===== config.mk =====
export PLATFORM = sky130hd
export DESIGN_NAME = pet_display_regs
export DESIGN_NICKNAME = d
export VERILOG_FILES = /design/src/pet_display_pkg.sv /design/src/pet_display_regs.sv
export SDC_FILE = /design/constraint.sdc
export NUM_CORES = 1
export LEC_CHECK = 0
export BUFFER_PORTS_ARGS = -buffer_cell sky130_fd_sc_hd__clkbuf_2
export CORE_MARGIN = 5
export CORE_UTILIZATION = 36
export DETAILED_ROUTE_END_ITERATION = 6
export GPL_TIMING_DRIVEN = 1
export PLACE_DENSITY_LB_ADDON = 0.2
export SKIP_CTS_REPAIR_TIMING = 1
export SLEW_MARGIN = 0
export SYNTH_ARGS = -nofsm -noshare
export SYNTH_HDL_FRONTEND = slang
export SYNTH_SLANG_ARGS = --single-unit

===== constraint.sdc =====
create_clock -name clk -period 1.8 [get_ports clk]
set_input_delay 0.09 -clock clk [delete_from_list [all_inputs] [get_ports clk]]
set_output_delay 0.09 -clock clk [all_outputs]
set_load 0.1 [all_outputs]

===== src/pet_display_pkg.sv =====
package pet_display_pkg;

    // ==================================================================
    // Display geometry
    // ==================================================================
    localparam int FRAME_BYTES = 1024;   // 128 x 64 monochrome
    localparam int BYTE_IDX_W  = 10;

    // ==================================================================
    // States and animation frames
    // ==================================================================
    localparam int STATE_W = 4;
    localparam logic [STATE_W-1:0] ST_IDLE  = 4'd0;
    localparam logic [STATE_W-1:0] ST_SLEEP = 4'd1;
    localparam logic [STATE_W-1:0] ST_EAT   = 4'd2;
    localparam logic [STATE_W-1:0] ST_TEACH = 4'd4;
    localparam logic [STATE_W-1:0] ST_DEAD  = 4'd8;

    localparam int N_STATES    = 5;
    localparam int STATE_IDX_W = 3;
    localparam int MAX_FRAMES  = 8;
    localparam int FRAME_IDX_W = 3;

    // Dense index order: idle, sleep, eat, teach, dead
    localparam logic [N_STATES-1:0][3:0] FRAME_COUNT = {4'd8, 4'd7, 4'd5, 4'd4, 4'd6};

    localparam int SPRITE_ADDR_W = 16;   // {state idx, frame, byte idx}
    localparam int SPRITE_BYTES  = N_STATES * MAX_FRAMES * FRAME_BYTES;

    // ==================================================================
    // Stats and status bars
    // ==================================================================
    localparam int STAT_W  = 8;          // 0 to 100
    localparam int N_STATS = 3;          // happiness, hunger, sleep
    localparam logic [N_STATS-1:0][BYTE_IDX_W-1:0] BAR_BASE = {10'd224, 10'd144, 10'd64};
    localparam int BAR_ROWS       = 5;
    localparam int BAR_ROW_STRIDE = 8;
    localparam int BAR_SEGMENTS   = 5;
    localparam logic [7:0] SEG_FULL = 8'hEE;
    localparam logic [7:0] SEG_HALF = 8'hE0;

    // ==================================================================
    // APB and register map
    // ==================================================================
    localparam int PADDR_W      = 17;
    localparam int PDATA_W      = 32;
    localparam int REG_OFFSET_W = 5;
    localparam logic [REG_OFFSET_W-1:0] REG_CTRL   = 5'h00;  // Bit 0 animate
    localparam logic [REG_OFFSET_W-1:0] REG_STATE  = 5'h04;
    localparam logic [REG_OFFSET_W-1:0] REG_HAPPY  = 5'h08;
    localparam logic [REG_OFFSET_W-1:0] REG_HUNGER = 5'h0C;
    localparam logic [REG_OFFSET_W-1:0] REG_SLEEP  = 5'h10;
    localparam logic [REG_OFFSET_W-1:0] REG_FRAME  = 5'h14;  // Read only

    typedef union packed {
        struct packed {
            logic                                  spr_sel;
            logic [PADDR_W-REG_OFFSET_W-2:0]       unused;
            logic [REG_OFFSET_W-1:0]               offset;
        } reg_view;
        struct packed {
            logic                                  spr_sel;
            logic [SPRITE_ADDR_W-1:0]              addr;
        } spr_view;
    } apb_addr_u;

endpackage


===== src/pet_display_regs.sv =====
`timescale 1ns/1ps

module pet_display_regs (
    input  logic                                       clk,
    input  logic                                       i_rst,
    input  logic                                       i_psel,
    input  logic                                       i_penable,
    input  logic                                       i_pwrite,
    input  logic [pet_display_pkg::PADDR_W-1:0]        i_paddr,
    input  logic [pet_display_pkg::PDATA_W-1:0]        i_pwdata,
    input  logic [pet_display_pkg::FRAME_IDX_W-1:0]    i_frame_idx,
    output logic                                       o_pready,
    output logic [pet_display_pkg::PDATA_W-1:0]        o_prdata,
    output logic                                       o_pslverr,
    output logic [pet_display_pkg::STATE_W-1:0]        o_state_code,
    output logic                                       o_animate,
    output logic [pet_display_pkg::STAT_W-1:0]         o_happy,
    output logic [pet_display_pkg::STAT_W-1:0]         o_hunger,
    output logic [pet_display_pkg::STAT_W-1:0]         o_sleep,
    output logic                                       o_spr_we,
    output logic [pet_display_pkg::SPRITE_ADDR_W-1:0]  o_spr_addr,
    output logic [7:0]                                 o_spr_data
);

    pet_display_pkg::apb_addr_u addr;
    logic access;
    logic reg_hit;   // Offset maps to a register
    logic err;
    logic reg_wr;

    assign addr     = i_paddr;
    assign access   = i_psel & i_penable;
    assign o_pready = 1'b1;                 // Zero wait states

    // ==================================================================
    // Address decode and readback
    // ==================================================================
    always_comb begin
        reg_hit  = 1'b1;
        o_prdata = '0;
        case (addr.reg_view.offset)
            pet_display_pkg::REG_CTRL:   o_prdata[0] = o_animate;
            pet_display_pkg::REG_STATE:  o_prdata[pet_display_pkg::STATE_W-1:0] = o_state_code;
            pet_display_pkg::REG_HAPPY:  o_prdata[pet_display_pkg::STAT_W-1:0] = o_happy;
            pet_display_pkg::REG_HUNGER: o_prdata[pet_display_pkg::STAT_W-1:0] = o_hunger;
            pet_display_pkg::REG_SLEEP:  o_prdata[pet_display_pkg::STAT_W-1:0] = o_sleep;
            pet_display_pkg::REG_FRAME:  o_prdata[pet_display_pkg::FRAME_IDX_W-1:0] = i_frame_idx;
            default:                     reg_hit = 1'b0;
        endcase
        if (addr.reg_view.unused != '0) begin
            reg_hit = 1'b0;
        end
    end

    // Sprite space is write only, frame register is read only
    always_comb begin
        if (addr.spr_view.spr_sel) begin
            err = ~i_pwrite;
        end else begin
            err = ~reg_hit |
                  (i_pwrite & (addr.reg_view.offset == pet_display_pkg::REG_FRAME));
        end
    end

    assign o_pslverr = access & err;
    assign reg_wr    = access & i_pwrite & ~err & ~addr.reg_view.spr_sel;

    // Sprite RAM write port
    assign o_spr_we   = access & i_pwrite & addr.spr_view.spr_sel;
    assign o_spr_addr = addr.spr_view.addr;
    assign o_spr_data = i_pwdata[7:0];

    // ==================================================================
    // Register file
    // ==================================================================
    always_ff @(posedge clk) begin
        if (i_rst) begin
            o_animate    <= 1'b0;
            o_state_code <= pet_display_pkg::ST_IDLE;
            o_happy      <= '0;
            o_hunger     <= '0;
            o_sleep      <= '0;
        end else if (reg_wr) begin
            case (addr.reg_view.offset)
                pet_display_pkg::REG_CTRL:   o_animate    <= i_pwdata[0];
                pet_display_pkg::REG_STATE:  o_state_code <= i_pwdata[pet_display_pkg::STATE_W-1:0];
                pet_display_pkg::REG_HAPPY:  o_happy      <= i_pwdata[pet_display_pkg::STAT_W-1:0];
                pet_display_pkg::REG_HUNGER: o_hunger     <= i_pwdata[pet_display_pkg::STAT_W-1:0];
                pet_display_pkg::REG_SLEEP:  o_sleep      <= i_pwdata[pet_display_pkg::STAT_W-1:0];
                default: ;
            endcase
        end
    end

    // Access phase comes right after a setup phase on the same address
    a_apb_setup_access : assert property (@(posedge clk) disable iff (i_rst)
        access |-> $past(i_psel & ~i_penable) && $stable(i_paddr));

endmodule


# --- After elaboration in Yosys (flattened, before gate mapping) ---
# Cells that the tools add are included.
totals:
  register_bits: 29
  input_bits: 57
  out_inout_bits: 88
  word_cells: 37
classes:
  eq_ne: 5
  muxes: 7
  n_bitwise: 12
  n_reduce_logical: 8
ops:
  columns: ["cell", "n"]
  rows:
  - ["4-bit one-hot mux with 3 select lines", 1]
  - ["11-bit nonzero test", 1]
  - ["5-bit by 4-bit == test with 1-bit output, second input constant", 2]
  - ["5-bit == test, second input constant", 2]
  - ["2-bit one-hot mux with 5 select lines", 1]
  - ["2-bit AND reduction", 5]
  - ["1-bit AND", 7]
  - ["1-bit one-hot mux with 6 select lines", 1]
  - ["6-bit OR reduction", 1]
  - ["5-bit by 3-bit == test with 1-bit output, second input constant", 1]
  - ["5-bit logical NOT", 1]
  - ["1-bit inverter", 4]
  - ["1-bit one-hot mux with 4 select lines", 1]
  - ["1-bit two-way mux", 3]
  - ["1-bit bitwise OR", 1]

# --- Depth between registers and ports, before layout ---
# Gate-level depths: netlist of run 1.
logic_depth:
  word_depth: 11
  depth_mapped: 6
  mapped_depth_nobuf: 4

# --- Worst setup path after synthesis of run 1 ---
# OpenSTA, ideal clock, no wires.
synth_timing:
  path_kind: "flip-flop to output port"
  startpoint: "register o_hunger[1] (netlist bit)"
  endpoint: "output o_prdata[1] (netlist bit)"
  arrival_time_ps: 3374
  required_time_ps: 1710
  setup_slack_ps: -1664
  path_stages_with_launch: 5
  n_path_buf: 0
  path_cell_list: "dfxtp_1 mux2i_1 nor2_1 a21oi_1 o21ai_0"
synth_between:
  elab_chain_len: 1
synth_rtl:
  columns: ["item", "line_no", "rtl"]
  rows:
  - ["start: declaration", "pet_display_regs.sv:18", "output logic [pet_display_pkg::STAT_W-1:0] o_hunger,"]
  - ["start signal: assignment", "pet_display_regs.sv:88", "pet_display_pkg::REG_HUNGER: o_hunger <= i_pwdata[pet_display_pkg::STAT_W-1:0];"]
  - ["2-bit one-hot mux with 5 select lines", "pet_display_regs.sv:41", "case (addr.reg_view.offset)"]
  - ["end: declaration", "pet_display_regs.sv:13", "output logic [pet_display_pkg::PDATA_W-1:0] o_prdata,"]
# Every way passes these cells.

# --- Final worst setup path of run 1 ---
layout_timing:
  startpoint: "register o_animate"
  endpoint: "output o_prdata[0] (netlist bit)"
layout_between:
  elab_chain_len: 1
layout_rtl:
  columns: ["item", "line_no", "rtl"]
  rows:
  - ["start: declaration", "pet_display_regs.sv:16", "output logic o_animate,"]
  - ["start signal: assignment", "pet_display_regs.sv:85", "pet_display_pkg::REG_CTRL: o_animate <= i_pwdata[0];"]
  - ["1-bit one-hot mux with 6 select lines", "pet_display_regs.sv:41", null]
# Every way passes these cells.

==> impl_metrics.env, run 1 <==
export IMPL_status="completed"
export IMPL_grt_ovfl_total=0
export IMPL_power_density_nw_per_um2=688
export IMPL_die_w_um=83.2
export IMPL_grt_pass1_wl_mm=8.07
export IMPL_maxCapViolCount=0
export IMPL_clock_latency_ns=0.28
export IMPL_cts_root_buf="clkbuf_8"
export IMPL_worst_setup_path_type="register to primary output"
export IMPL_finalHoldViolCount=0
export IMPL_period_needed_ns=1.79
export IMPL_synth_distinct_cells=28
export IMPL_ys_warn_count=0
export IMPL_cpMaxStageDelayCell="or3b_4"
export IMPL_pwr_share_comb_pct=34.5
export IMPL_dr_pass1_iters=4
export IMPL_final_max_slew_viol_count=0
export IMPL_gp_congestion=0.789
export IMPL_p_clk_share_pct=30.0
export IMPL_hp_class="primary input to register"
export IMPL_path_cells="or3b_4, a2111oi_4, a221oi_2, nand2_4, buf_12"
export IMPL_final_setup_viol_count=0
export IMPL_core_um2=5140
export IMPL_wl_met1_mm=2.16
export IMPL_grt_max_degree=38
export IMPL_cts_sinks=29
export IMPL_hold_start="i_pwdata[6]"
export IMPL_die_h_um=83.2
export IMPL_placed_cell_area_um2=2520
export IMPL_drc_errors=0
export IMPL_fillers=513
export IMPL_ys_seq_elements=29
export IMPL_cts_tree="yes"
export IMPL_start_kind="register"
export IMPL_initial_utilization_pct=37.5
export IMPL_max_slew_margin_pct=62.6
export IMPL_ys_seq_area_share_pct=30.1
export IMPL_fmax_mhz=560
export IMPL_port_buffers=95
export IMPL_synth_edf_count=0
export IMPL_clock_path_buffers=2
export IMPL_num_rows=26
export IMPL_drtIter0Drc=52
export IMPL_drive_above_1_share_pct=50.7
export IMPL_intPower_mw=1.04
export IMPL_p_sw_share_pct=42.4
export IMPL_crit_path_max_incr_delay_ns=0.38
export IMPL_via_per_inst=4.61
export IMPL_avgSynthCellArea_um2=9.18
export IMPL_stdcell_count=366
export IMPL_num_io_pins=145
export IMPL_placedCellCount=357
export IMPL_routed_wl_met2_mm=2.31
export IMPL_worstMarginPinSlew_ns=0.563
export IMPL_antenna_found_initial=0
export IMPL_diodes=0
export IMPL_grtUsageTotal_pct=14.2
export IMPL_fin_nets=352
export IMPL_required_ns=1.71
export IMPL_dieArea_um2=6920
export IMPL_hpwlAfterDp_mm=4.03
export IMPL_routed_wirelength_mm=5.13
export IMPL_p_leak_nw=1.33
export IMPL_cts_buffers=5
export IMPL_syn_inst=210
export IMPL_seqPwrFrac_pct=35.5
export IMPL_finClkSkew_ns=0
export IMPL_postSynth_asyncResetShare_pct=0
export IMPL_wl_per_cell_um=14.0
export IMPL_crit_fanout=3
export IMPL_crit_arrival_ns=1.70
export IMPL_grt_pass1_vias=1619
export IMPL_ant_nets=0
export IMPL_synth_main_ff_cell="dfxtp_1"
export IMPL_area_growth_pct=36.0
export IMPL_startpoint="o_animate"
export IMPL_r2r_start="o_animate"
export IMPL_htreeDepth=2
export IMPL_path_buf_inv=1
export IMPL_fin_area_um2=2620
export IMPL_crit_path_end_kind="primary output"
export IMPL_peakVddDrop_mv=0.510
export IMPL_crit_family="simple AND/OR/NAND/NOR gates"
export IMPL_clk_pin_slew_ns=0.06
export IMPL_vias=1689
export IMPL_min_period_over_period_pct=99.3
export IMPL_rsz0062_at_grt="true"
export IMPL_finalPower_mw=1.80
export IMPL_maxUsedRoutingLayer="met4"
export IMPL_wl_met3_um=609
export IMPL_switchingPower_uw=765
export IMPL_syn_area_um2=1930
routing by layer:
layer | up-vias | track usage, %
met4 | 0 | 4.01
met5 | - | 0
li1 | 819 | -
met2 | 98 | 22.9
met3 | 6 | 5.35
met1 | 766 | 17.6
power by group through the flow:
stage	clock network [mW]	logic, mW	registers (mW)
finish	0.541	0.622	0.640
global placement	0	0.622	0.654
floorplan	0	0.600	0.654
CTS	0.563	0.624	0.640
detailed placement	0	0.623	0.654
global route	0.585	0.641	0.640
registers in the layout (all words and copies together), names as in the netlist:
signal        count
o_happy           8
o_hunger          8
o_sleep           8
o_state_code      4
o_animate         1
synthesized netlist by cell type, drive strengths merged, types with 3 or more instances:
library cell	number	area share (%)
inv	4	0.78
clkbuf	7	1.4
nand3	6	3.0
nand2	4	0.78
a222oi	4	2.1
or4	3	1.4
dfxtp	29	30
a22oi	5	1.9
nor2	6	1.2
mux2i	31	16
nand2b	39	13
buf	51	20
final timing paths:
| check | end | slack, ns | cells past startpoint |
|---|---|---|---|
| min reg2reg | o_sleep[5] | 0.48 | 2 |
| max reg2reg | o_animate | 1.08 | 3 |
| min | o_sleep[6] | 0.12 | 3 |
| max | o_prdata[0] | 0.01 | 5 |
placed cells by master (no fill, tap or decap), drive strengths merged:
master	count
or4	3
nand2b	39
or3b	2
a222oi	4
buf	27
or3	1
a22oi	5
nand2	4
o21ai	2
inv	4
a21o	1
nor2b	2
a21oi	2
clkbuf	94
conb	25
mux2i	31
and3	2
a221oi	2
a2111oi	2
nor4	1
nor3	2
nand3	6
dfxtp	29
nor2	6
stage by stage:
step | hold WS (ns) | setup TNS [ns] | setup WS (ns) | util, %
floorplan | 0.281 | -0.623 | -0.133 | -
global placement | 0.410 | -0.715 | -0.0543 | 49.1
detailed placement | 0.409 | -0.961 | -0.0646 | 49.1
CTS | 0.113 | -0.0751 | -0.0751 | 50.9
global route | 0.126 | -0.0533 | -0.0533 | 51.0
finish | 0.123 | 0 | 0.0128 | 51.0
layout make-up:
cell class | instances | area [um^2] | share of cell area (%)
well taps | 70 | 87.6 | 3.34
multi-input cells | 142 | 1090 | 41.4
clock buffers | 8 | 90.1 | 3.44
inverters | 4 | 15.0 | 0.573
repair buffers | 113 | 746 | 28.4
flip-flops and latches | 29 | 597 | 22.8
logic make-up (layout without fill, tap and decap cells):
| family | count (synthesis) | count (layout) | synth area share (%) |
|---|---|---|---|
| and+or+nand+nor | 68 | 68 | 23.1 |
| other | 2 | 25 | 0.390 |
| AOI/OAI and AO/OA | 18 | 18 | 8.25 |
| muxes | 31 | 31 | 16.1 |
| DFF | 29 | 29 | 30.1 |
| buffers and inverters | 62 | 125 | 22.0 |
tightest hold or removal path, stage by stage:
cell and delay, ns:
clkbuf_2 0.09, nand2b_1 0.11, mux2i_1 0.08
(Power assumes the default switching activity.)
==> run 2: changes to the inputs <==
- CORE_MARGIN: 5 -> 2
==> impl_metrics.env, run 2 (synthesis results as in run 1) <==
export IMPL_power_density_nw_per_um2=711
export IMPL_tns_ns=0
export IMPL_max_slew_margin_pct=63.2
export IMPL_rsz0062_at_grt="true"
export IMPL_die_h_um=77.2
export IMPL_cts_sinks=29
export IMPL_worstMarginPinSlew_ns=0.554
export IMPL_core_um2=5140
export IMPL_period_needed_ns=1.78
export IMPL_dr_pass1_iters=4
export IMPL_cts_tree="yes"
export IMPL_peakVddDrop_mv=0.508
export IMPL_die_w_um=77.2
export IMPL_placed_cell_area_um2=2520
export IMPL_antenna_found_initial=0
export IMPL_fin_nets=350
export IMPL_crit_arrival_ns=1.69
export IMPL_grt_pass1_vias=1541
export IMPL_routed_wirelength_mm=4.72
export IMPL_crit_path_max_incr_delay_ns=0.38
export IMPL_cts_buffers=5
export IMPL_required_ns=1.71
export IMPL_num_rows=26
export IMPL_cpMaxStageDelayCell="or3b_4"
export IMPL_diodes=0
export IMPL_fillers=509
export IMPL_worst_setup_path_type="register to primary output"
export IMPL_finalHoldViolCount=0
export IMPL_layout_commonest_cell="clkbuf_2"
export IMPL_clock_path_buffers=2
export IMPL_multi_input_area_um2=1090
export IMPL_grt_ovfl_total=0
export IMPL_grt_max_degree=38
export IMPL_register_area_um2=597
export IMPL_final_setup_viol_count=0
export IMPL_drc_errors=0
export IMPL_gp_congestion=0.711
export IMPL_grtUsageTotal_pct=16.0
export IMPL_area_growth_pct=35.8
export IMPL_htreeDepth=2
export IMPL_maxCapViolCount=0
export IMPL_drive_above_1_share_pct=51.0
export IMPL_grt_pass1_wl_mm=7.51
export IMPL_crit_fanout=3
export IMPL_final_cell_mix="86 x clkbuf_2, 39 x nand2b_1, 31 x mux2i_1, 25 x conb_1, 18 x dfxtp_1"
export IMPL_num_io_pins=145
export IMPL_initial_utilization_pct=37.5
export IMPL_port_buffers=95
export IMPL_path_cells="or3b_4, a2111oi_4, a221oi_2, nand2_4, buf_12"
export IMPL_min_period_over_period_pct=99.1
export IMPL_finClkSkew_ns=0
export IMPL_wl_per_cell_um=13.0
export IMPL_top_regs="o_happy x8, o_hunger x8, o_sleep x8"
export IMPL_clk_pin_slew_ns=0.06
export IMPL_cts_root_buf="clkbuf_8"
export IMPL_final_max_slew_viol_count=0
export IMPL_path_buf_inv=1
export IMPL_crit_path_end_kind="primary output"
export IMPL_status="completed"
export IMPL_p_leak_nw=1.33
export IMPL_ant_nets=0
export IMPL_start_kind="register"
export IMPL_fmax_mhz=560
export IMPL_crit_family="simple AND/OR/NAND/NOR gates"
export IMPL_hpwlAfterDp_mm=3.54
export IMPL_vias=1646
export IMPL_hp_class="primary input to register"
export IMPL_clock_latency_ns=0.29
export IMPL_final_util_pct=50.9
export IMPL_hold_slack_ns=0.114
export IMPL_via_per_inst=4.52
export IMPL_fin_area_um2=2620
export IMPL_drtIter0Drc=42
export IMPL_dieArea_um2=5950
## run 2: worst paths after layout
path,from,endpoint,slack (ns),cells after the start
max,o_animate,o_prdata[0],0.02,5
min,i_pwdata[6],o_sleep[6],0.11,3
max reg2reg,o_state_code[0],o_state_code[0],1.17,2
min reg2reg,o_happy[7],o_happy[7],0.48,2
## run 2: metal layers
metal  routed length (um)  vias up  global-route usage (%)
li1                     -      811                       -
met1                 2190      744                    20.6
met2                 2090       85                    25.6
met3                  364        6                    4.24
met4                   74        0                    5.71
met5                    0        -                       0
## run 2: through the flow
| step | setup slack [ns] | instances | power [mW] |
|---|---|---|---|
| after floorplan | -0.133 | 233 | 1.25 |
| after global placement | -0.0617 | 356 | 1.28 |
| after detailed placement | -0.0805 | 356 | 1.28 |
| after CTS | -0.0653 | 364 | 1.87 |
| after global routing | -0.0312 | 364 | 1.91 |
| final | 0.0156 | 364 | 1.86 |
## run 2: worst min-delay path, stage by stage
cell	delay, ns
clkbuf_2	0.09
nand2b_1	0.10
mux2i_1	0.08
## run 2: power by group
part	total, mW	internal [mW]	switching [mW]
Combinational	0.622	0.0887	0.533
Clock	0.600	0.345	0.255
Sequential	0.640	0.640	0.0000000587
## run 2: final cells by class
cell class | count | area share, %
Sequential cell | 29 | 22.8
Multi-Input combinational cell | 142 | 41.5
Timing Repair Buffer | 111 | 27.9
Clock buffer | 7 | 3.68
Clock inverter | 1 | 0.191
Tap cell | 70 | 3.35
Inverter | 4 | 0.574
==> run 3: changes to the inputs <==
==> constraint.sdc (replaced) <==
create_clock -name clk -period 1.8 [get_ports clk]
set_input_delay 0.36 -clock clk [delete_from_list [all_inputs] [get_ports clk]]
set_output_delay 0.36 -clock clk [all_outputs]
set_load 0.1 [all_outputs]
==> impl_metrics.env, run 3 (synthesis results as in run 1) <==
export IMPL_vias=1712
export IMPL_power_density_nw_per_um2=635
export IMPL_antenna_found_initial=0
export IMPL_top_regs="o_happy x8, o_hunger x8, o_sleep x8"
export IMPL_drive_above_1_share_pct=57.7
export IMPL_r2r_start="o_happy[1]"
export IMPL_grtUsageTotal_pct=16.3
export IMPL_drc_errors=0
export IMPL_initial_utilization_pct=37.5
export IMPL_worstMarginPinSlew_ns=0.564
export IMPL_ant_nets=0
export IMPL_final_max_slew_viol_count=0
export IMPL_drtIter0Drc=39
export IMPL_violations="setup timing"
export IMPL_p_leak_nw=1.44
export IMPL_crit_arrival_ns=1.73
export IMPL_rsz0062_at_grt="true"
export IMPL_hp_class="primary input to register"
export IMPL_required_ns=1.44
export IMPL_fin_nets=363
export IMPL_crit_path_max_incr_delay_ns=0.38
export IMPL_clock_path_buffers=2
export IMPL_start_kind="register"
export IMPL_min_period_over_period_pct=116
export IMPL_startpoint="o_animate"
export IMPL_cts_tree="yes"
export IMPL_gp_congestion=0.749
export IMPL_layout_commonest_cell="clkbuf_2"
export IMPL_placedCellCount=366
export IMPL_num_io_pins=145
export IMPL_status="finished with violations"
export IMPL_dieArea_um2=5950
export IMPL_cts_root_buf="clkbuf_8"
export IMPL_num_rows=26
export IMPL_finClkSkew_ns=0
export IMPL_crit_path_end_kind="primary output"
export IMPL_dr_pass1_iters=4
export IMPL_maxCapViolCount=0
export IMPL_crit_fanout=3
export IMPL_cts_sinks=29
export IMPL_cpMaxStageDelayCell="or3b_4"
export IMPL_hpwlAfterDp_mm=3.77
export IMPL_grt_ovfl_total=0
export IMPL_area_growth_pct=50.8
export IMPL_worst_setup_path_type="register to primary output"
export IMPL_stdcell_count=377
export IMPL_via_per_inst=4.54
export IMPL_clk_pin_slew_ns=0.06
export IMPL_fin_area_um2=2910
export IMPL_port_buffers=95
export IMPL_rr_worst_depth=2
export IMPL_final_setup_viol_count=9
export IMPL_htreeDepth=2
export IMPL_fin_ws_ns=-0.290
export IMPL_core_um2=5140
export IMPL_finalHoldViolCount=0
export IMPL_hold_start="i_pwdata[7]"
export IMPL_fmax_mhz=479
export IMPL_hold_slack_ns=0.393
export IMPL_max_slew_margin_pct=62.6
export IMPL_r2r_end="o_happy[1]"
export IMPL_final_cell_mix="79 x clkbuf_2, 38 x nand2b_1, 31 x mux2i_1, 25 x conb_1, 23 x buf_4"
export IMPL_path_cells="or3b_4, a2111oi_4, a221oi_2, nand2_4, buf_12"
export IMPL_peakVddDrop_mv=0.473
export IMPL_grt_max_degree=38
export IMPL_routed_wirelength_mm=4.91
export IMPL_clock_latency_ns=0.28
export IMPL_grt_pass1_vias=1557
export IMPL_die_w_um=77.2
export IMPL_wl_per_cell_um=13.0
export IMPL_placed_cell_area_um2=2680
export IMPL_period_needed_ns=2.09
export IMPL_crit_path_end="o_prdata[0]"
export IMPL_die_h_um=77.2
export IMPL_reg2reg_slack_ns=1.16
export IMPL_diodes=0
export IMPL_cts_buffers=5
export IMPL_grt_pass1_wl_mm=7.73
run 3: cell types whose count changed in the layout (fill, tap and decap cells not counted), moves of 3 or more:
cell,delta
buf_12,+4
buf_4,+7
buf_6,+5
buf_8,+3
clkbuf_2,-7
dfxtp_1,-4
nor2_1,-3
run 3: metal layers:
metal | global-route usage (%) | vias up | share of wire [%]
li1 | - | 840 | -
met1 | 21.1 | 779 | 44
met2 | 26.3 | 87 | 47
met4 | 5.89 | 0 | 1.6
met3 | 3.88 | 6 | 7.7
met5 | 0 | - | 0
run 3: critical path: cells and delay by family, from the launching register on:
family	cells	cell delay, ns
simple gates	2	0.48
compound gates	2	0.45
flops	1	0.35
buf+inv	1	0.17
run 3: through the flow:
stage                     setup WS [ns]  total power, mW  utilization (%)  TNS [ns]
after floorplan                  -0.313             1.26                -     -5.07
after global placement           -0.305             1.30             52.2     -9.12
after detailed placement         -0.345             1.30             52.2     -9.87
after CTS                        -0.300             1.84             54.0     -2.30
after global routing             -0.334             1.91             56.5     -1.61
final                            -0.290             1.85             56.5     -1.18
run 3: worst min path at each step:
stage	to	slack, ns	cells past startpoint
floorplan	o_sleep[6]	0.55	2
global placement	o_happy[7]	0.47	2
detailed placement	o_sleep[4]	0.48	2
CTS	o_hunger[7]	0.39	3
global route	o_hunger[5]	0.41	3
finish	o_hunger[7]	0.39	3
run 3: final cells by class:
type                    instances  area [um^2]
flip-flops and latches         29          607
well taps                      70         87.6
fillers                       469         2230
clock buffers                   8         90.1
inverters                       4         15.0
multi-input cells             142         1170
repair buffers                124          937
run 3: power by group:
part / total [mW] / internal [mW] / switching (mW)
clock network: 0.540 / 0.311 / 0.229
logic: 0.668 / 0.125 / 0.544
registers: 0.637 / 0.637 / 0.0000000622
total: 1.85 / 1.07 / 0.772
